### config.mk
export PLATFORM = sky130hd
export DESIGN_NAME = icache_ctrl
export DESIGN_NICKNAME = d
export VERILOG_FILES = /design/src/design/icache_cfg_pkg.sv /design/src/design/icache_bus_pkg.sv /design/src/design/icache_ctrl.sv
export SDC_FILE = /design/constraint.sdc
export NUM_CORES = 1
export LEC_CHECK = 0
export BUFFER_PORTS_ARGS = -buffer_cell sky130_fd_sc_hd__buf_4
export CORE_AREA = 2 2 137 72
export DETAILED_ROUTE_END_ITERATION = 7
export DIE_AREA = 0 0 139 74
export PLACE_DENSITY = 0.87
export SYNTH_ARGS = -nofsm -noshare
export SYNTH_HDL_FRONTEND = slang
export SYNTH_SLANG_ARGS = --single-unit
### constraint.sdc
create_clock -name clk -period 8.5 [get_ports clk]
set_input_delay 0.85 -clock clk [delete_from_list [all_inputs] [get_ports clk]]
set_output_delay 0.85 -clock clk [all_outputs]
set_load 0.005 [all_outputs]
### src/design/icache_cfg_pkg.sv
`default_nettype none

package icache_cfg_pkg;

  // fetch port and memory port width
  localparam int unsigned XLEN = 32;

  // 8 KB direct mapped
  // 128 lines of 64 bytes
  localparam int unsigned LINE_COUNT = 128;
  localparam int unsigned INDEX_W = 7;

  // sixteen 32-bit words per line
  localparam int unsigned WORDS_PER_LINE = 16;
  localparam int unsigned WORD_W = 4;

  // byte offset inside a word, ignored on fetch
  localparam int unsigned BYTE_W = 2;

  // whatever is left above index and offsets
  localparam int unsigned TAG_W = XLEN - INDEX_W - WORD_W - BYTE_W;

  // memory burst length field
  localparam int unsigned LEN_W = 8;

  // len is beats minus one, so 15 means a 16 beat refill
  localparam logic [LEN_W-1:0] BURST_LEN = 8'd15;

  // cacheable window
  // an address is cached when (addr & mask) == base
  localparam logic [XLEN-1:0] CACHED_BASE = 32'h8000_0000;
  localparam logic [XLEN-1:0] CACHED_MASK = 32'hf000_0000;

endpackage

`default_nettype wire

### src/design/icache_bus_pkg.sv
`default_nettype none

package icache_bus_pkg;

  // fetch address split for the cache lookup
  // tag on top, then index, word in line, byte in word
  typedef struct packed {
    logic [icache_cfg_pkg::TAG_W-1:0]   tag;
    logic [icache_cfg_pkg::INDEX_W-1:0] index;
    logic [icache_cfg_pkg::WORD_W-1:0]  word;
    logic [icache_cfg_pkg::BYTE_W-1:0]  byte_sel;
  } addr_fields_t;

  // cpu fetch request, one cycle per sample
  typedef struct packed {
    logic                            valid;
    logic [icache_cfg_pkg::XLEN-1:0] addr;
  } fetch_req_t;

  // fetch response, valid is a single cycle pulse
  typedef struct packed {
    logic                            valid;
    logic [icache_cfg_pkg::XLEN-1:0] data;
  } fetch_rsp_t;

  // memory read request
  // valid held until the last beat, len is beats minus one
  typedef struct packed {
    logic                             valid;
    logic [icache_cfg_pkg::XLEN-1:0]  addr;
    logic [icache_cfg_pkg::LEN_W-1:0] len;
  } mem_req_t;

  // one beat per cycle with valid high
  typedef struct packed {
    logic                            valid;
    logic [icache_cfg_pkg::XLEN-1:0] data;
  } mem_rsp_t;

endpackage

`default_nettype wire

### src/design/icache_ctrl.sv
`timescale 1ns/1ps
`default_nettype none

module icache_ctrl (
  input  wire logic                              clk,
  input  wire logic                              rst,
  // cpu side
  input  wire icache_bus_pkg::fetch_req_t        fetch_req_i,
  output icache_bus_pkg::fetch_rsp_t             fetch_rsp_o,
  // memory side
  output icache_bus_pkg::mem_req_t               mem_req_o,
  input  wire icache_bus_pkg::mem_rsp_t          mem_rsp_i,
  // tag store
  input  wire logic                              hit_i,
  output icache_bus_pkg::addr_fields_t           lookup_o,
  // data store
  input  wire logic [icache_cfg_pkg::XLEN-1:0]   rdata_i,
  output logic                                   wr_en_o,
  output logic [icache_cfg_pkg::WORD_W-1:0]      wr_word_o,
  output logic [icache_cfg_pkg::XLEN-1:0]        wdata_o,
  output logic                                   tag_write_o
);

  typedef enum logic [2:0] {
    ST_RESET,
    ST_IDLE,
    ST_LOOKUP,
    ST_MISS,
    ST_UNCACHED
  } state_t;

  state_t state_q;

  // registered fetch address drives lookup and data read
  icache_bus_pkg::addr_fields_t addr_q;

  // memory request held for the whole burst
  icache_bus_pkg::mem_req_t mem_req_q;

  // beat counter doubles as refill word offset
  logic [icache_cfg_pkg::WORD_W-1:0] word_q;

  // uncached word and its one cycle response flag
  logic [icache_cfg_pkg::XLEN-1:0] unc_data_q;
  logic                            unc_valid_q;

  logic cacheable;
  logic beat;
  logic last_beat;
  logic lookup_hit;
  logic sample_req;

  // window check on the registered address
  assign cacheable = (addr_q & icache_cfg_pkg::CACHED_MASK) == icache_cfg_pkg::CACHED_BASE;

  // a beat moves whenever memory has data while we are asking
  assign beat = mem_req_q.valid && mem_rsp_i.valid;
  assign last_beat = word_q == icache_cfg_pkg::BURST_LEN[icache_cfg_pkg::WORD_W-1:0];

  // a hit only counts for a cacheable lookup
  assign lookup_hit = (state_q == ST_LOOKUP) && cacheable && hit_i;

  // fetch port only listens in idle or right behind a hit
  assign sample_req = fetch_req_i.valid && ((state_q == ST_IDLE) || lookup_hit);

  always_ff @(posedge clk) begin
    if (rst) begin
      state_q         <= ST_RESET;
      mem_req_q.valid <= 1'b0;
      unc_valid_q     <= 1'b0;
      word_q          <= '0;
    end else begin
      // response flag lives for one cycle only
      unc_valid_q <= 1'b0;
      case (state_q)
        ST_RESET: begin
          // one spare cycle out of reset
          state_q <= ST_IDLE;
        end
        ST_IDLE: begin
          if (fetch_req_i.valid) begin
            state_q <= ST_LOOKUP;
          end
        end
        ST_LOOKUP: begin
          if (!cacheable) begin
            // single word at the exact address
            state_q         <= ST_UNCACHED;
            mem_req_q.valid <= 1'b1;
            mem_req_q.addr  <= addr_q;
            mem_req_q.len   <= '0;
          end else if (!hit_i) begin
            // whole line from its base
            state_q         <= ST_MISS;
            mem_req_q.valid <= 1'b1;
            mem_req_q.addr  <= {addr_q.tag, addr_q.index, {icache_cfg_pkg::WORD_W{1'b0}},
                                {icache_cfg_pkg::BYTE_W{1'b0}}};
            mem_req_q.len   <= icache_cfg_pkg::BURST_LEN;
            word_q          <= '0;
          end else if (!fetch_req_i.valid) begin
            // hit with nothing behind it
            state_q <= ST_IDLE;
          end
        end
        ST_MISS: begin
          if (beat) begin
            word_q <= word_q + icache_cfg_pkg::WORD_W'(1);
            if (last_beat) begin
              // tag goes in on this same edge
              mem_req_q.valid <= 1'b0;
              state_q         <= ST_IDLE;
            end
          end
        end
        ST_UNCACHED: begin
          if (beat) begin
            mem_req_q.valid <= 1'b0;
            unc_valid_q     <= 1'b1;
            state_q         <= ST_IDLE;
          end
        end
        default: begin
          state_q <= ST_IDLE;
        end
      endcase
    end
  end

  // fetch address and uncached data word
  always_ff @(posedge clk) begin
    if (sample_req) begin
      addr_q <= fetch_req_i.addr;
    end
    if ((state_q == ST_UNCACHED) && beat) begin
      unc_data_q <= mem_rsp_i.data;
    end
  end

  assign lookup_o  = addr_q;
  assign mem_req_o = mem_req_q;

  // refill writes straight from the memory beat
  assign wr_en_o     = (state_q == ST_MISS) && beat;
  assign wr_word_o   = word_q;
  assign wdata_o     = mem_rsp_i.data;
  assign tag_write_o = (state_q == ST_MISS) && beat && last_beat;

  // uncached word wins in the idle cycle after its beat
  assign fetch_rsp_o.valid = lookup_hit || unc_valid_q;
  assign fetch_rsp_o.data  = unc_valid_q ? unc_data_q : rdata_i;

endmodule

`default_nettype wire

## Yosys cells after proc, flatten, opt, wreduce, memory -nomap -nowiden

Cells that the tools add are included.

| operators by class | value |
|---|---|
| add/subtract/negate cells | 1 |
| $mul | 0 |
| div/mod/pow operators | 0 |
| $lt $le $gt $ge | 0 |
| eq/ne operators | 15 |
| shifts and indexed selects | 0 |
| multiplexer cells | 20 |
| bitwise gates (word level) | 2 |
| reduce and logical (&&, ||, !) cells | 16 |

Operators with widths:

| kind | number |
|---|---|
| $mux 41 | 2 |
| $mux 32 | 1 |
| $mux 3 | 7 |
| $ne 2x2->1 const B | 7 |
| $mux 4 | 3 |
| $pmux 3 s4 | 1 |
| $reduce_and 5->1 | 2 |
| $eq 4x4->1 const B | 2 |
| $pmux 4 s2 | 1 |
| $logic_and 1x1->1 | 7 |
| $eq 3x2->1 const B | 2 |
| $add 4x1->4 const B | 1 |
| $mux 1 | 4 |
| $ne 4x4->1 const B | 1 |
| $reduce_and 4->1 | 1 |
| $eq 3x1->1 const B | 1 |
| $eq 3x3->1 const B | 1 |
| $ne 3x3->1 const B | 1 |
| $pmux 1 s3 | 1 |
| $reduce_and 3->1 | 1 |
| $reduce_bool 3->1 | 1 |
| $logic_or 1x1->1 | 2 |
| $not 1->1 | 2 |
| $reduce_bool 2->1 | 1 |
| $reduce_or 2->1 | 1 |

| storage, ports and cells | value |
|---|---|
| bits in registers | 109 |
| bits in latches | 0 |
| RAM bits | 0 |
| memory bits (read-only) | 0 |
| input bits | 101 |
| output and inout port bits | 144 |
| logic and storage cells | 65 |
| memories kept | 0 |

## Longest topological paths before layout

Gate-level depths: netlist (run 1).

| depth | value |
|---|---|
| depth in word-level cells | 5 |
| mapped depth | 5 |
| mapped depth without buffers | 5 |

## Worst setup path before layout (run 1)

No wires, ideal clock.

| path | value |
|---|---|
| kind | flip-flop to flip-flop |
| start point | reg addr_q (netlist bit lookup_o[29]) |
| end point | reg addr_q (netlist bit lookup_o[0]) (enable) |
| library setup time | 0.468 ns |
| data arrival time | 3.472 ns |
| required time | 8.032 ns |
| setup slack | 4.561 ns |
| stages on the path, launching flop included | 5 |
| path buffers | 1 |
| period minus slack after synthesis | 3.939 ns |
| cell sequence | edfxtp_1 > nor4b_4 > buf_4 > a31oi_1 > nor3b_1 |

| between the ends | value |
|---|---|
| word-level cells in the longest chain between the ends | 5 |

RTL lines:

| what | RTL line | source |
|---|---|---|
| start, declared | icache_ctrl.sv:35 | `icache_bus_pkg::addr_fields_t addr_q;` |
| start signal, assigned | icache_ctrl.sv:132 | `addr_q <= fetch_req_i.addr;` |
| $eq 4x4->1 | icache_ctrl.sv:54 | `assign cacheable = (addr_q & icache_cfg_pkg::CACHED_MASK) == icache_cfg_pkg::CACHED_BASE;` |
| $logic_and 1x1->1 (2 in series) | icache_ctrl.sv:61 | `assign lookup_hit = (state_q == ST_LOOKUP) && cacheable && hit_i;` |
| $logic_or 1x1->1 | icache_ctrl.sv:64 | `assign sample_req = fetch_req_i.valid && ((state_q == ST_IDLE) \|\| lookup_hit);` |
| $logic_and 1x1->1 | icache_ctrl.sv:64 |  |
| via sample_req | icache_ctrl.sv:51 | `logic sample_req;` |

The timed path passes the listed nets, and every way through them passes these cells.
A chain may end at the register's enable or synchronous reset.

==> impl_metrics.ini, run 1 <==
[run_status]
status = finished, final reports clean

[logic_synthesis]
synth_top_area_cell = edfxtp_1
synth_top_area_share_pct = 69.5
synth_seq_area_share_pct = 73.8
synthesis.instances = 251
netlist_area_mm2 = 0.00419
synth-seq-cells = 106
ys_warn_count = 0
ys_types = 33
synth.area.top_cells = edfxtp_1 69%, mux2_2 8.6%, buf_4 7.2%, dfxtp_1 4.3%, nor2b_1 1.2%
postSynthAreaPerCell_um2 = 16.7

[power_and_ir_drop]
leakagePower_nw = 2.55
p_total_mw = 1.16
ir_drop_v = 0.000125
p_per_area_mw_per_mm2 = 189

[floorplanning]
placementRows = 25
die-area_mm2 = 0.0103
core_mm2 = 0.00913
ioPinCount = 245
initial_utilization_pct = 45.9
die_w_um = 139
fp.dieH_um = 74

[timing]
report.final.setup_viol = 0
finalHoldViolations = 0
relSlewSlack_pct = 16.6
timing.setup.tns_ps = 0
fin_skew_ps = 7.14
final.min_clock_period_ps = 2820
fmax_mhz = 355
rsz0062_at_grt = no
timing.final.crit_share_pct = 33.2
slew_violations = 0
tightest_slew_ps = 1250

[global_routing]
grt_pass1_wl_um = 14500
first_global_vias = 2775
gr-total-overflow = 0
grtUsageTotal_pct = 18.7
grt_max_degree = 34
grt_antenna_before_repair = 0

[route]
firstDrtPassIters = 4
drc = 0
routed_wl_um = 10000
wire_per_inst_um = 17.1
ant_nets = 0
drt-vias-per-instance = 4.76
vias = 2783
drt-initial-drc-count = 120

[clock_tree]
clock-sinks = 106
htree_levels = 3
clk_pin_slew_ps = 70
postCtsHoldBufs = 0
root_buffer = clkbuf_16
cts_resized = 0
cts_buffer_depth = 2
cts_made_buffers = 9
cts_tree = built
postCtsSetupRepairBufs = 0
clock_latency_ps = 330

[placed_design]
dp_hpwl_um = 7810
gp_congestion = 0.804
io_buffers = 240

[setup_path]
start_kind = flip-flop
crit_path_top_delay_cell = nor4b_4
cp.arrival_ps = 1970
slowest_delay_ps = 700
cp_cell_sequence = nor4b_4 > and3_1 > a21o_1 > buf_4
cp-end-kind = primary output
crit_type = reg -> out
required_ps = 7650
cp_max_fo = 14

[final_layout]
antenna_cells = 0
nNetsFinal = 561
final_util_pct = 67.3
syn_to_final_growth_pct = 46.6
fill_cells = 667
drive_above_1_share_pct = 63.6

[job]
cap_violations = 0

[min_path]
min_path_type = reg -> reg
## final cells by class
type	count	area (um2)	share of cell area, %
Clock buffer	9	225	3.66
Sequential cell	106	3090	50.3
Clock inverter	7	76.3	1.24
Multi-Input combinational cell	97	774	12.6
Timing Repair Buffer	242	1820	29.5
Inverter	3	11.3	0.183
Tap cell	121	151	2.46
## critical path, delay by kind of cell (launching register included)
family / cells / cell delay, ps
and+or+nand+nor: 2 / 970
DFF: 1 / 440
AOI/OAI and AO/OA: 1 / 120
buffers and inverters: 1 / 110
## placed cells by master (no fill, tap or decap), types with 3 or more instances in the layout
cell	instances
conb_1	4
nor2b_1	8
buf_4	242
nand3_1	7
edfxtp_1	97
a21oi_1	8
nand2b_1	3
dfxtp_1	9
clkbuf_16	9
nor3b_1	3
mux2_2	32
nand2_1	5
nor2_1	5
## metal layers
layer	share of wire [%]	wire length, um	global-route usage [%]	up-vias
met5	0	0	0	-
met4	1.5	152	4.94	0
met3	7.6	759	6.70	14
met2	51	5140	31.4	121
met1	40	3980	23.7	1340
li1	-	-	-	1308
## cell usage after synthesis, drive strengths merged
| cell | instances |
|---|---|
| o211ai | 1 |
| o21a | 1 |
| dfxtp | 9 |
| nor2b | 8 |
| nor3b | 4 |
| a21o | 1 |
| mux2 | 32 |
| conb | 1 |
| nand3 | 8 |
| and3 | 1 |
| nand2 | 5 |
| clkbuf | 1 |
| a21oi | 8 |
| o21ai | 2 |
| nand2b | 3 |
| and3b | 1 |
| ha | 1 |
| a211oi | 1 |
| edfxtp | 97 |
| buf | 47 |
| a31oi | 2 |
| a311oi | 2 |
| a2bb2oi | 1 |
| inv | 3 |
| nand4 | 2 |
| a41oi | 1 |
| nor3 | 1 |
| nor2 | 6 |
| nor4b | 1 |
## through the flow
| stage | worst slack (ps) | instance area, um2 | hold slack (ps) | cells |
|---|---|---|---|---|
| 2_1_floorplan | 4560 | 4200 | 452 | 254 |
| 3_3_place_gp | 6080 | 5850 | 433 | 569 |
| 3_5_place_dp | 5970 | 5850 | 436 | 569 |
| 4_1_cts | 5660 | 6150 | 452 | 585 |
| 5_1_grt | 5520 | 6150 | 467 | 585 |
| 6_report | 5680 | 6150 | 452 | 585 |
## final timing paths
path | from | endpoint | slack (ps) | depth (start not counted)
max | lookup_o[29]$_DFFE_PP_ | fetch_rsp_o[32] | 5680 | 4
min | lookup_o[12]$_DFFE_PP_ | mem_req_o[20]$_DFFE_PP_ | 450 | 0
max reg2reg | lookup_o[29]$_DFFE_PP_ | lookup_o[14]$_DFFE_PP_ | 6220 | 4
min reg2reg | lookup_o[12]$_DFFE_PP_ | mem_req_o[20]$_DFFE_PP_ | 450 | 0
## cells by family after synthesis
family          count (synthesis)  synth area share, %
simple gates                   40                 5.76
compound gates                 20                 3.16
fa+ha+maj                       1                0.298
buf+inv                        51                 8.33
flops                         106                 73.8
other cells                     1               0.0894
mux                            32                 8.59
## state kept, by name, indices dropped and copies added, names as in the netlist
register,cells
unc_valid_q,1
mem_req_o,34
lookup_o,32
state_q,3
wr_word_o,4
unc_data_q,32
## report_power, final
group          switching [mW]  leakage [nW]  total [mW]  internal (mW)
registers              0.0148         0.955       0.611          0.596
logic                  0.0534          1.45       0.136         0.0827
clock network           0.183         0.150       0.415          0.232
total                   0.252          2.55        1.16          0.910
Note: power is estimated with default switching activity, not from simulation.
==> inputs of run 2 (changes only) <==
- CORE_AREA: 2 2 137 72 -> 2 2 150 79
- DIE_AREA: 0 0 139 74 -> 0 0 152 81
- PLACE_DENSITY: 0.87 -> 0.77
- clock period: 8.5 -> 2.5 ns (I/O delays scaled with it)
==> run 2 against run 1 <==
Combinational power rose to 3.4 times the previous value. Sequential share of layout area fell by 0.66 points. Flip-flop and latch count did not move. Clock skew barely moved. Via count rose by 1.3%. Power rose to 3.5 times the previous value. Final cell count rose by 5.5%. Largest power group unchanged. First-iteration DRC count rose by 65%. Global-route usage fell by 2.7 points.
==> impl_metrics.ini, run 2 (synthesis results as in run 1) <==
[setup_path]
crit_type = reg -> reg
cp-end-kind = flip-flop
start_kind = flip-flop
cp.arrival_ps = 2040
cp_max_fo = 33
required_ps = 2470

[clock_tree]
cts_resized = 0
clk_pin_slew_ps = 70
clock_latency_ps = 340
clock-sinks = 106
postCtsHoldBufs = 0
cts_tree = built
cts_buffer_depth = 2
cts_made_buffers = 9
postCtsSetupRepairBufs = 0
root_buffer = clkbuf_16
htree_levels = 3

[route]
firstDrtPassIters = 4
wire_per_inst_um = 16.6
drt-initial-drc-count = 198
vias = 2818
routed_wl_um = 10200
drt-vias-per-instance = 4.57
ant_nets = 0
drc = 0

[global_routing]
grt_pass1_wl_um = 15100
gr-total-overflow = 0
grt_max_degree = 34
first_global_vias = 2793
grt_antenna_before_repair = 0
grtUsageTotal_pct = 16.0

[timing]
rsz0062_at_grt = no
finalHoldViolations = 0
fin_ws_ps = 432
fin_skew_ps = 6.96
fmax_mhz = 484
timing.setup.tns_ps = 0
final.min_clock_period_ps = 2070
timing.final.crit_share_pct = 82.7
report.final.setup_viol = 0
relSlewSlack_pct = 37.7
whs_ps = 74.8
slew_violations = 0
tightest_slew_ps = 933

[placed_design]
gp_congestion = 0.798
dp_slack_ps = 412
dp_hpwl_um = 7920
io_buffers = 240

[power_and_ir_drop]
p_per_area_mw_per_mm2 = 645
p_total_mw = 4.02
leakagePower_nw = 2.58
ir_drop_v = 0.000334

[floorplanning]
die_w_um = 152
fp.dieH_um = 81
initial_utilization_pct = 37.3
die-area_mm2 = 0.0123
placementRows = 28
core_mm2 = 0.0112
ioPinCount = 245

[final_layout]
fill_cells = 904
largest_register_ff_count = 34
antenna_cells = 0
final_cell_mix = 245 x buf_4, 97 x edfxtp_1, 32 x mux2_2, 9 x clkbuf_16, 9 x dfxtp_1
syn_to_final_growth_pct = 48.6
nNetsFinal = 564
drive_above_1_share_pct = 64.0
layout_commonest_cell = buf_4

[min_path]
min_path_type = in -> reg

[run_status]
status = finished, final reports clean

[job]
cap_violations = 0
==> run 2: cell types whose count changed in the layout (fill, tap and decap cells not counted), sizes merged <==
cell / delta
buf: +3
inv: +1
clkinv: -1
==> run 2: layer usage <==
metal	vias up	global-route usage, %	part of all wire (%)
met2	120	25.9	50
met1	1374	20.7	42
met4	0	4.67	1.4
met3	14	5.50	6.9
met5	-	0	0
li1	1310	-	-
==> run 2: per-stage QoR <==
| stage | area, um2 | cells | utilization [%] |
|---|---|---|---|
| floorplan | 4220 | 254 | - |
| global placement | 5910 | 601 | 52.6 |
| detailed placement | 5910 | 601 | 52.6 |
| CTS | 6230 | 617 | 55.4 |
| global route | 6230 | 617 | 55.4 |
| finish | 6230 | 617 | 55.4 |
==> run 2: area by class of cell <==
class                           count  area (um2)  share of cell area, %
Timing Repair Buffer              245        1840                   29.5
Inverter                            3        11.3                  0.181
Clock buffer                        9         225                   3.62
Sequential cell                   106        3090                   49.6
Multi-Input combinational cell     97         781                   12.5
Tap cell                          150         188                   3.01
Clock inverter                      7        92.6                   1.49
==> run 2: path summary, 6_finish.rpt <==
check	endpoint	start	depth (start not counted)	slack (ps)
hold / removal	lookup_o[14]$_DFFE_PP_	fetch_req_i[14]	1	70
hold reg to reg	mem_req_o[27]$_DFFE_PP_	lookup_o[19]$_DFFE_PP_	0	450
setup / recovery	mem_req_o[38]$_DFFE_PP_	lookup_o[31]$_DFFE_PP_	5	430
setup reg to reg	mem_req_o[38]$_DFFE_PP_	lookup_o[31]$_DFFE_PP_	5	430
==> run 2: power by group <==
group          switching (mW)  total [mW]  internal, mW
clock network           0.671        1.48         0.805
registers              0.0501        2.07          2.02
logic                   0.185       0.469         0.284
==> run 2: worst max-delay path, cell delays in order, from the launching register on <==
cell and delay (ps):
edfxtp_1 420, nor4b_4 160, buf_4 160, nand2_1 60, nand3_1 130, nor2_4 740
==> inputs of run 3 (changes only) <==
- ABC_AREA: not set -> 1
- CORE_AREA: 2 2 150 79 -> 2 2 143 75
- DIE_AREA: 0 0 152 81 -> 0 0 145 77
- PLACE_DENSITY: 0.77 -> 0.82
- clock period: 2.5 -> 2.15 ns (I/O delays scaled with it)
==> run 3 against run 2 <==
Count of clock-buffer cells in the layout increased by 3. Via count grew 16%. Global-route usage rose by 3.7 points. Final cell count grew 17%. Routed wire length increased by 8.2%. Fmax increased by 5.7%. Power increased by 39%. Area after synthesis is 2.3% higher. Register-to-register slack got worse by 240 ps.
==> impl_metrics.ini, run 3 <==
[clock_tree]
htree_levels = 3
clock-sinks = 106
postCtsSetupRepairBufs = 0
clock_latency_ps = 330
clk_pin_slew_ps = 70
cts_resized = 0
cts_made_buffers = 9
root_buffer = clkbuf_16
cts_tree = built
cts_buffer_depth = 2
postCtsHoldBufs = 0

[final_layout]
final_cell_mix = 243 x buf_4, 125 x nand2_1, 97 x edfxtp_1, 25 x inv_1, 24 x nor2_1
largest_register_ff_count = 34
ff_latch_area_mm2 = 0.00309
multi_input_area_um2 = 797
layout_commonest_cell = buf_4
antenna_cells = 0
drive_above_1_share_pct = 46.0
fill_cells = 780
nNetsFinal = 679
syn_to_final_growth_pct = 47.1

[setup_path]
required_ps = 2170
cp.arrival_ps = 1980
cp_max_fo = 33
crit_type = reg -> reg
cp-end-kind = flip-flop
start_kind = flip-flop

[power_and_ir_drop]
p_per_area_mw_per_mm2 = 886
leakagePower_nw = 2.88
p_total_mw = 5.59
ir_drop_v = 0.000619

[placed_design]
dp_slack_ps = 253
io_buffers = 240
dp_hpwl_um = 8610
gp_congestion = 0.823

[route]
routed_wl_um = 11100
wire_per_inst_um = 15.3
drt-vias-per-instance = 4.54
firstDrtPassIters = 4
ant_nets = 0
drc = 0
drt-initial-drc-count = 164
vias = 3275

[timing]
fmax_mhz = 511
final.min_clock_period_ps = 1960
report.final.setup_viol = 0
fin_skew_ps = 10.7
fin_ws_ps = 193
rsz0062_at_grt = no
timing.final.crit_share_pct = 91.0
timing.setup.tns_ps = 0
finalHoldViolations = 0
slew_violations = 0

[global_routing]
grt_pass1_wl_um = 17200
grt_antenna_before_repair = 0
grtUsageTotal_pct = 19.6
busiest_layer = met2
first_global_vias = 3148
grt.met2_usage_pct = 31.8
grt_max_degree = 34
grtUsageMet3_pct = 4.52
gr-total-overflow = 0
use_met1_pct = 26.7

[run_status]
status = finished, final reports clean

[floorplanning]
fp.dieH_um = 77
placementRows = 26
ioPinCount = 245
die_w_um = 145
die-area_mm2 = 0.0112
core_mm2 = 0.00992
initial_utilization_pct = 43.2

[logic_synthesis]
ys_warn_count = 0
netlist_area_mm2 = 0.00429
synth.top_cells.by_count = 125 x nand2_1, 97 x edfxtp_1, 39 x buf_4, 25 x inv_1, 25 x nor2_1
synth_seq_area_share_pct = 72.1
synth-edff-count = 97
ys_types = 23
synth-seq-cells = 106
synth_top_area_share_pct = 67.9
yosysMostFrequentCell = nand2_1
postSynthAreaPerCell_um2 = 11.8
synth.area.top_cells = edfxtp_1 68%, nand2_1 11%, buf_4 6.8%, dfxtp_1 4.2%, inv_1 2.2%
synth_top_area_cell = edfxtp_1
synthArstFlopShare_pct = 0
synthesis.instances = 365
synth_top_flop_cell = edfxtp_1

[min_path]
min_path_type = in -> reg

[job]
cap_violations = 0
## run 3: report_power, final
group          internal (mW)  leakage [nW]  switching, mW
Clock                  0.894         0.130          0.647
Sequential              2.64         0.957          0.153
Combinational          0.643          1.79          0.614
## run 3: cell type report
type	instances	area share (%)
clock buffer	12	3.75
tap	140	2.78
inverter	27	1.61
multi-input combinational	188	12.6
timing repair buffer	245	29.6
sequential	106	49.0
clock inverter	3	0.655
## run 3: final timing paths
check	slack, ps	start	endpoint	depth (start not counted)
setup / recovery	190	wr_word_o[1]$_SDFFE_PP0P_	mem_req_o[32]$_DFFE_PP_	8
hold / removal	60	fetch_req_i[30]	lookup_o[30]$_DFFE_PP_	1
setup reg to reg	190	wr_word_o[1]$_SDFFE_PP0P_	mem_req_o[32]$_DFFE_PP_	8
hold reg to reg	450	lookup_o[6]$_DFFE_PP_	mem_req_o[14]$_DFFE_PP_	0
## run 3: kinds of logic (layout without fill, tap and decap cells)
family	count (synthesis)	count (layout)	synth area share, %
AND/OR/NAND/NOR	171	171	16.1
flip-flops	106	106	72.1
buffers and inverters	74	287	9.89
AO/OA/AOI/OAI	12	12	1.55
adder cells (fa/ha/maj)	1	1	0.292
other	1	4	0.0874
## run 3: per-stage QoR
| step | std cells | hold WS [ps] | instance area, um2 | util (%) |
|---|---|---|---|---|
| 2_1_floorplan | 368 | 314 | 4310 | - |
| 4_1_cts | 721 | 45.6 | 6310 | 63.6 |
| 5_1_grt | 721 | 41.2 | 6310 | 63.6 |
| 3_5_place_dp | 706 | 394 | 6030 | 60.8 |
| 6_report | 721 | 55.3 | 6310 | 63.6 |
| 3_3_place_gp | 706 | 394 | 6030 | 60.8 |
## run 3: worst max-delay path, stage by stage, from the launching register on
cell,delay [ps]
dfxtp_1,410
ha_1,220
nand3_1,120
o21ai_0,200
nand2_1,80
nor2_1,170
nand3b_1,100
inv_1,100
buf_12,210
## run 3: routing by layer
layer,vias up,wire length [um]
met5,-,0
met4,0,165
met3,14,591
met2,133,5360
met1,1547,4950
li1,1581,-
